==> src/common/clampPkg.sv <==
`default_nettype none

package clampPkg;

	// command opcodes, encoding matches the stimulus file (0 to 3)
	typedef enum logic [1:0] {
		opSetLow   = 2'd0, // load lower bound
		opSetHigh  = 2'd1, // load upper bound
		opClamp    = 2'd2, // clamp data to bounds
		opTrackMax = 2'd3  // update running max
	} clampOp;

	// handshake controller states
	typedef enum logic [1:0] {
		stIdle    = 2'd0, // wait for req
		stCapture = 2'd1, // one-cycle capture strobe
		stAck     = 2'd2  // ack held until req drops
	} ctrlState;

endpackage

`default_nettype wire

==> src/arith/cmpGe.sv <==
`timescale 1ns/100ps
`default_nettype none

// unsigned a >= b via a carry chain on a - b
module cmpGe #(
	parameter int width = 8, // word width
	parameter int speed = 1  // prefix structure
) (
	input  logic [width-1:0] a,  // operands
	input  logic [width-1:0] b,
	output logic             ge  // a >= b
);

	logic [width-1:0] gi; // prefix gen. in
	logic [width-1:0] pi; // prefix prop. in
	logic [width-1:0] go; // prefix gen. out

	// bit 0 carries the +1 of the two's complement so equal counts as generate
	assign gi[0] = a[0] | ~b[0];
	assign pi[0] = ~(a[0] ^ b[0]);

	for (genvar i = 1; i < width; i++) begin : preproc
		assign gi[i] = a[i] & ~b[i];    // a bit wins here
		assign pi[i] = ~(a[i] ^ b[i]);  // equal bits pass decision on
	end

	prefixAndOr #(
		.width(width),
		.speed(speed)
	) prefix (
		.GI(gi),
		.PI(pi),
		.GO(go),
		.PO()
	);

	assign ge = go[width-1]; // carry out of the top bit

endmodule

`default_nettype wire

==> src/arith/prefixAndOr.sv <==
`timescale 1ns/100ps
`default_nettype none

module prefixAndOr #(
	parameter int width = 8, // word width
	parameter int speed = 1  // 0 serial, 1 brent-kung, 2 sklansky
) (
	input  logic [width-1:0] GI, // gen. in
	input  logic [width-1:0] PI, // prop. in
	output logic [width-1:0] GO, // prefix gen. out
	output logic [width-1:0] PO  // prefix prop. out
);

	localparam int n = width;          // structure width
	localparam int m = $clog2(width);  // tree depth

	if (speed == 2) begin : fastPrefix
		// sklansky tree, m levels, fan-out doubles per level
		logic [n-1:0] gt [0:m]; // gen. per level
		logic [n-1:0] pt [0:m]; // prop. per level

		assign gt[0] = GI;
		assign pt[0] = PI;

		for (genvar l = 1; l <= m; l++) begin : levels
			localparam int half = 2**(l-1); // half group size
			for (genvar i = 0; i < n; i++) begin : bits
				// upper half of each group takes last bit of lower half
				localparam int src = ((i >> l) << l) + half - 1;
				if (((i >> (l-1)) % 2) == 1) begin : black
					assign gt[l][i] = gt[l-1][i] | (pt[l-1][i] & gt[l-1][src]);
					assign pt[l][i] = pt[l-1][i] & pt[l-1][src];
				end else begin : white
					assign gt[l][i] = gt[l-1][i]; // pass through
					assign pt[l][i] = pt[l-1][i];
				end
			end
		end

		assign GO = gt[m];
		assign PO = pt[m];

	end else if (speed == 1) begin : mediumPrefix
		// brent-kung, up-sweep of m levels then down-sweep of m-1
		localparam int stages = (m > 0) ? 2*m - 1 : 0;

		logic [n-1:0] gt [0:stages];
		logic [n-1:0] pt [0:stages];

		assign gt[0] = GI;
		assign pt[0] = PI;

		for (genvar s = 1; s <= stages; s++) begin : levels
			// tree level this stage works on
			localparam int l    = (s <= m) ? s : 2*m - s;
			localparam int span = 2**(l-1); // distance to partner node
			for (genvar i = 0; i < n; i++) begin : bits
				// up-sweep nodes close a group of 2**l bits
				localparam bit up   = (s <= m) && (((i + 1) % (2**l)) == 0);
				// down-sweep fills the middle of each group from the left neighbour
				localparam bit down = (s > m) && (((i + 1) % (2**l)) == span)
					&& (i >= 2**l);
				if (up || down) begin : black
					assign gt[s][i] = gt[s-1][i] | (pt[s-1][i] & gt[s-1][i-span]);
					assign pt[s][i] = pt[s-1][i] & pt[s-1][i-span];
				end else begin : white
					assign gt[s][i] = gt[s-1][i];
					assign pt[s][i] = pt[s-1][i];
				end
			end
		end

		assign GO = gt[stages];
		assign PO = pt[stages];

	end else begin : slowPrefix
		// serial chain, width-1 levels of and-or
		logic [n-1:0] gt; // gen. chain
		logic [n-1:0] pt; // prop. chain

		assign gt[0] = GI[0];
		assign pt[0] = PI[0];

		for (genvar i = 1; i < n; i++) begin : bits
			assign gt[i] = GI[i] | (PI[i] & gt[i-1]);
			assign pt[i] = PI[i] & pt[i-1];
		end

		assign GO = gt;
		assign PO = pt;
	end

endmodule

`default_nettype wire

==> src/source/clampDatapath.sv <==
`timescale 1ns/100ps
`default_nettype none

module clampDatapath #(
	parameter int width = 8, // word width
	parameter int speed = 1  // comparator prefix structure
) (
	input  logic                  clk,
	input  logic                  rstN,
	input  logic                  capture,   // one-cycle strobe from controller
	input  clampPkg::clampOp      op,
	input  logic [width-1:0]      data,
	output logic [width-1:0]      result,
	output logic                  belowLow,
	output logic                  aboveHigh
);

	logic [width-1:0] lowBound;  // lower clamp bound
	logic [width-1:0] highBound; // upper clamp bound
	logic [width-1:0] runMax;    // running maximum
	logic             geLow;     // data >= low
	logic             geHigh;    // high >= data
	logic             geMax;     // data >= max

	logic [width-1:0] resultNxt;
	logic             belowNxt;
	logic             aboveNxt;

	cmpGe #(.width(width), .speed(speed)) lowCmp  (.a(data),      .b(lowBound), .ge(geLow));
	cmpGe #(.width(width), .speed(speed)) highCmp (.a(highBound), .b(data),     .ge(geHigh));
	cmpGe #(.width(width), .speed(speed)) maxCmp  (.a(data),      .b(runMax),   .ge(geMax));

	// outcome of the current command
	always_comb begin
		resultNxt = data; // set ops echo data
		belowNxt  = 1'b0;
		aboveNxt  = 1'b0;
		case (op)
			clampPkg::opClamp: begin
				// low test first, so crossed bounds give low
				if (!geLow) begin
					resultNxt = lowBound;
					belowNxt  = 1'b1;
				end else if (!geHigh) begin
					resultNxt = highBound;
					aboveNxt  = 1'b1;
				end
			end
			clampPkg::opTrackMax: resultNxt = geMax ? data : runMax; // new max
			default: resultNxt = data;
		endcase
	end

	always_ff @(posedge clk or negedge rstN) begin
		if (!rstN) begin
			lowBound  <= '0;
			highBound <= '1; // open window until bounds are set
			runMax    <= '0;
			result    <= '0;
			belowLow  <= 1'b0;
			aboveHigh <= 1'b0;
		end else if (capture) begin
			result    <= resultNxt;
			belowLow  <= belowNxt;
			aboveHigh <= aboveNxt;
			if (op == clampPkg::opSetLow)
				lowBound <= data;
			if (op == clampPkg::opSetHigh)
				highBound <= data;
			if (op == clampPkg::opTrackMax && geMax)
				runMax <= data; // never decreases
		end
	end

endmodule

`default_nettype wire

==> src/source/clampUnit.sv <==
`timescale 1ns/100ps
`default_nettype none

// bounded-value unit, one command per req/ack cycle
module clampUnit #(
	parameter int width = 8, // word width
	parameter int speed = 1  // 0 serial, 1 brent-kung, 2 sklansky
) (
	input  logic             clk,
	input  logic             rstN,
	input  logic             req,
	input  clampPkg::clampOp op,       // stable while req high
	input  logic [width-1:0] data,     // stable while req high
	output logic             ack,
	output logic [width-1:0] result,   // held until next capture
	output logic             belowLow, // clamp hit lower bound
	output logic             aboveHigh // clamp hit upper bound
);

	logic capture; // controller to datapath

	// handshake side
	reqAckCtrl ctrl (
		.clk(clk),
		.rstN(rstN),
		.req(req),
		.capture(capture),
		.ack(ack)
	);

	// bounds, max and result registers
	clampDatapath #(
		.width(width),
		.speed(speed)
	) datapath (
		.clk(clk),
		.rstN(rstN),
		.capture(capture),
		.op(op),
		.data(data),
		.result(result),
		.belowLow(belowLow),
		.aboveHigh(aboveHigh)
	);

endmodule

`default_nettype wire

==> src/source/reqAckCtrl.sv <==
`timescale 1ns/100ps
`default_nettype none

// four-phase req/ack slave side
module reqAckCtrl (
	input  logic clk,
	input  logic rstN,
	input  logic req,     // from requester
	output logic capture, // datapath load strobe
	output logic ack      // to requester
);

	clampPkg::ctrlState state;
	clampPkg::ctrlState stateNxt;

	always_comb begin
		stateNxt = state;
		case (state)
			clampPkg::stIdle: begin
				if (req)
					stateNxt = clampPkg::stCapture; // op and data are stable now
			end
			clampPkg::stCapture: stateNxt = clampPkg::stAck; // single cycle
			clampPkg::stAck: begin
				// req is only looked at again once low, so a held req captures nothing
				if (!req)
					stateNxt = clampPkg::stIdle;
			end
			default: stateNxt = clampPkg::stIdle; // unused encoding
		endcase
	end

	always_ff @(posedge clk or negedge rstN) begin
		if (!rstN)
			state <= clampPkg::stIdle;
		else
			state <= stateNxt;
	end

	// strobe decoded from the state register, high for one cycle
	assign capture = (state == clampPkg::stCapture);

	// ack from its own flop, glitch free for an outside requester
	always_ff @(posedge clk or negedge rstN) begin
		if (!rstN)
			ack <= 1'b0;
		else
			ack <= (stateNxt == clampPkg::stAck);
	end

endmodule

`default_nettype wire

==> config.mk <==
export PLATFORM = sky130hd
export DESIGN_NAME = clampUnit
export DESIGN_NICKNAME = d
export VERILOG_FILES = /design/src/common/clampPkg.sv /design/src/arith/cmpGe.sv /design/src/arith/prefixAndOr.sv /design/src/source/clampDatapath.sv /design/src/source/clampUnit.sv /design/src/source/reqAckCtrl.sv
export SDC_FILE = /design/constraint.sdc
export NUM_CORES = 1
export LEC_CHECK = 0
export BUFFER_PORTS_ARGS = -buffer_cell sky130_fd_sc_hd__buf_2
export CAP_MARGIN = 20
export CELL_PAD_IN_SITES_DETAIL_PLACEMENT = 1
export CELL_PAD_IN_SITES_GLOBAL_PLACEMENT = 2
export CORE_MARGIN = 3
export CORE_UTILIZATION = 42
export DETAILED_ROUTE_END_ITERATION = 8
export GPL_TIMING_DRIVEN = 0
export PLACE_DENSITY_LB_ADDON = 0.2
export RECOVER_POWER = 25
export SKIP_LAST_GASP = 1
export SYNTH_ARGS = -nofsm -noshare
export SYNTH_HDL_FRONTEND = slang
export SYNTH_HIERARCHICAL = 1
export SYNTH_SLANG_ARGS = --single-unit
==> constraint.sdc <==
create_clock -name clk -period 7.05 [get_ports clk]
set_input_delay 0.705 -clock clk [delete_from_list [all_inputs] [get_ports clk]]
set_output_delay 0.705 -clock clk [all_outputs]
set_load 0.005 [all_outputs]
==> results.md <==
- Core Area: 5610 um2
- Clock latency on the worst-skew pair: 0.29 ns
- DRC Markers: 0
- GPL Wtd Cong: 0.722
- HPWL Detailed: 4.29 mm
- Worst IR Drop VDD: 0.174 mV
- Top Layer Used: met4
- Setup crit start: data[3]
- Largest net degree at the start of global routing: 38
- Count of final hold-check violations: 0
- Number of global-route vias before repair: 1926
- R2R Setup Slk: 4.69 ns
- Worst Hold Class: reg -> reg
- Total die area: 6860 um2
- Status: finished with violations
- M1 WL: 2.54 mm
- Total design power: 0.00108 W
- Clock Sinks: 37
- Top Ports: 24
- Final WL: 5.53 mm
- Finished Cell Area: 2750 um2
- Post-route ant nets: 0
- Mapped cell area: 2480 um2
- Max Fclk: 394 MHz
- Resized cells post-CTS: 0
- Worst-case clock buffer depth: 2
- Per-cell routed wire length: 17.0 um
- Worst clock skew: 0.00699 ns
- Startpoint types: primary input
- Htree depth: 2
- Diodes inserted: 0
- Relative slew slack: -40.1%
- Initial Util: 44.2%
- Root Buffer: clkbuf_8
- Worst EP arrival: 2.72 ns
- Part of the cycle the worst path needs: 36.0%
- Static leakage: 1.29 nW
- Crit end category: flop
- R2r endpoint: datapath/result[4]
- Antenna violations before repair: 0
- # setup viols final: 0
- Die span in x: 82.8 um
- Crit path kind: in -> reg
- RSZ-0062 raised after global routing: false
- Layout area overhead: 11.0%
- Final cell count without fillers: 326
- Max_cap viols: 1
- GRT overflow: 0
- Port-buffer cells: 22
- Total global-route track usage: 17.1%
- First-pass GRT wire length: 9.60 mm
- Worst-path clk slew: 0.08 ns
- Final TNS setup: 0 ns
- Final layout net count: 290
- Reg2reg start: datapath/highBound[5]
- Hold-fix buffers at CTS: 0
- Inst Count DP: 318
- DR WL met2: 2.80 mm
- Core Rows: 27
- Power per cell area: 391 nW/um2
- CTS tree: done
- Fin crit period: 2.54 ns
- Initial DRC count: 67
- Hold_ws: 0.449 ns
- Setup bufs post-CTS: 0
- Final Slew Violations: 38
- Mapped Cells: 224
- Fill cells: 662
- Proportion of layout cells with a drive suffix above 1: 33.1%
- Worst setup path end: datapath/runMax[1]
- Worst Path Max Fanout: 10
- Met3 WL post-DR: 171 um
- CTS Buf Count: 5
- Post-DR vias/cell: 5.56
- Worst slew pin tran: 2.10 ns
- Placed cell area: 2680 um2
- Critical Path RT: 7.23 ns
- Post-synthesis net count: 261
- Reg2reg path depth: 8
- Synthesized area per cell: 11.1 um2
- Die Ht: 82.8 um
- Yosys Warn Count: 6
- Routed via count: 1813
- Failing checks: capacitance limit, slew limit
- Pre-antenna DRT Iters: 4
-- cell usage in the layout (no fill, tap or decap), types with 2 or more instances in the layout --
| cell | n |
|---|---|
| dfrtp_1 | 29 |
| inv_1 | 27 |
| mux2_2 | 26 |
| buf_2 | 25 |
| ha_1 | 24 |
| nand3_1 | 16 |
| nand2b_1 | 11 |
| nor2_1 | 9 |
| mux2i_1 | 8 |
| a211oi_1 | 8 |
| and4b_1 | 8 |
| o32a_1 | 8 |
| dfstp_2 | 8 |
| a21oi_2 | 6 |
| clkbuf_8 | 5 |
| buf_4 | 4 |
| clkbuf_1 | 3 |
| and2_1 | 3 |
| nand2_1 | 3 |
| nand4_1 | 3 |
| a21oi_1 | 3 |
| o221ai_2 | 3 |
| a221o_1 | 3 |
| clkinv_2 | 2 |
| nor3b_1 | 2 |
| buf_6 | 2 |
-- per-layer routing --
metal,vias up,global-route usage (%)
met2,28,29.5
met1,916,22.6
met4,0,2.38
met5,-,0
met3,2,3.77
li1,867,-
-- how the worst min path moves through the flow --
stage                             start             to  slack (ns)  cells past startpoint
after floorplan                    rstN       ctrl/ack        0.41                      0
after global placement    ctrl/state[0]  ctrl/state[0]        0.45                      1
after detailed placement  ctrl/state[0]  ctrl/state[0]        0.45                      1
after CTS                 ctrl/state[0]  ctrl/state[0]        0.47                      1
after global routing      ctrl/state[0]  ctrl/state[0]        0.46                      1
final                     ctrl/state[0]  ctrl/state[0]        0.45                      1
-- state kept, by name, summed over array words and instances (netlist names) --
register	flops
datapath/lowBound	8
datapath/runMax	8
ctrl/state	2
datapath/aboveHigh	1
datapath/result	8
datapath/belowLow	1
ctrl/ack	1
datapath/highBound	8
-- worst max-delay path: stages --
cell and delay (ns):
buf_2 0.15, ha_1 0.34, a21oi_2 0.16, o221ai_2 0.12, a221o_1 0.45, buf_4 0.23, nand4_4 0.18, mux2_2 0.36
-- area by class of cell --
cell class / instances / area [um2] / area share [%]
Buffer: 11 / 77.6 / 2.82
Clock buffer: 6 / 72.6 / 2.64
Inverter: 27 / 101 / 3.68
Clock inverter: 2 / 10.0 / 0.364
Sequential cell: 37 / 936 / 34.0
Multi-Input combinational cell: 149 / 1360 / 49.3
Tap cell: 72 / 90.1 / 3.27
Timing Repair Buffer: 22 / 108 / 3.91
-- power breakdown --
group	switching (W)	internal [W]
combinational	0.000262	0.000264
clock	0.0000755	0.0000686
sequential	0.0000719	0.000333
total	0.000409	0.000666
-- stage by stage --
stage | util, % | setup WS, ns
6_report | 49.1 | 4.51
2_1_floorplan | - | 4.63
5_1_grt | 49.1 | 4.40
3_5_place_dp | 47.8 | 4.17
3_3_place_gp | 47.8 | 4.21
4_1_cts | 49.2 | 4.48
No activity file was read; power rests on OpenSTA's default activity.
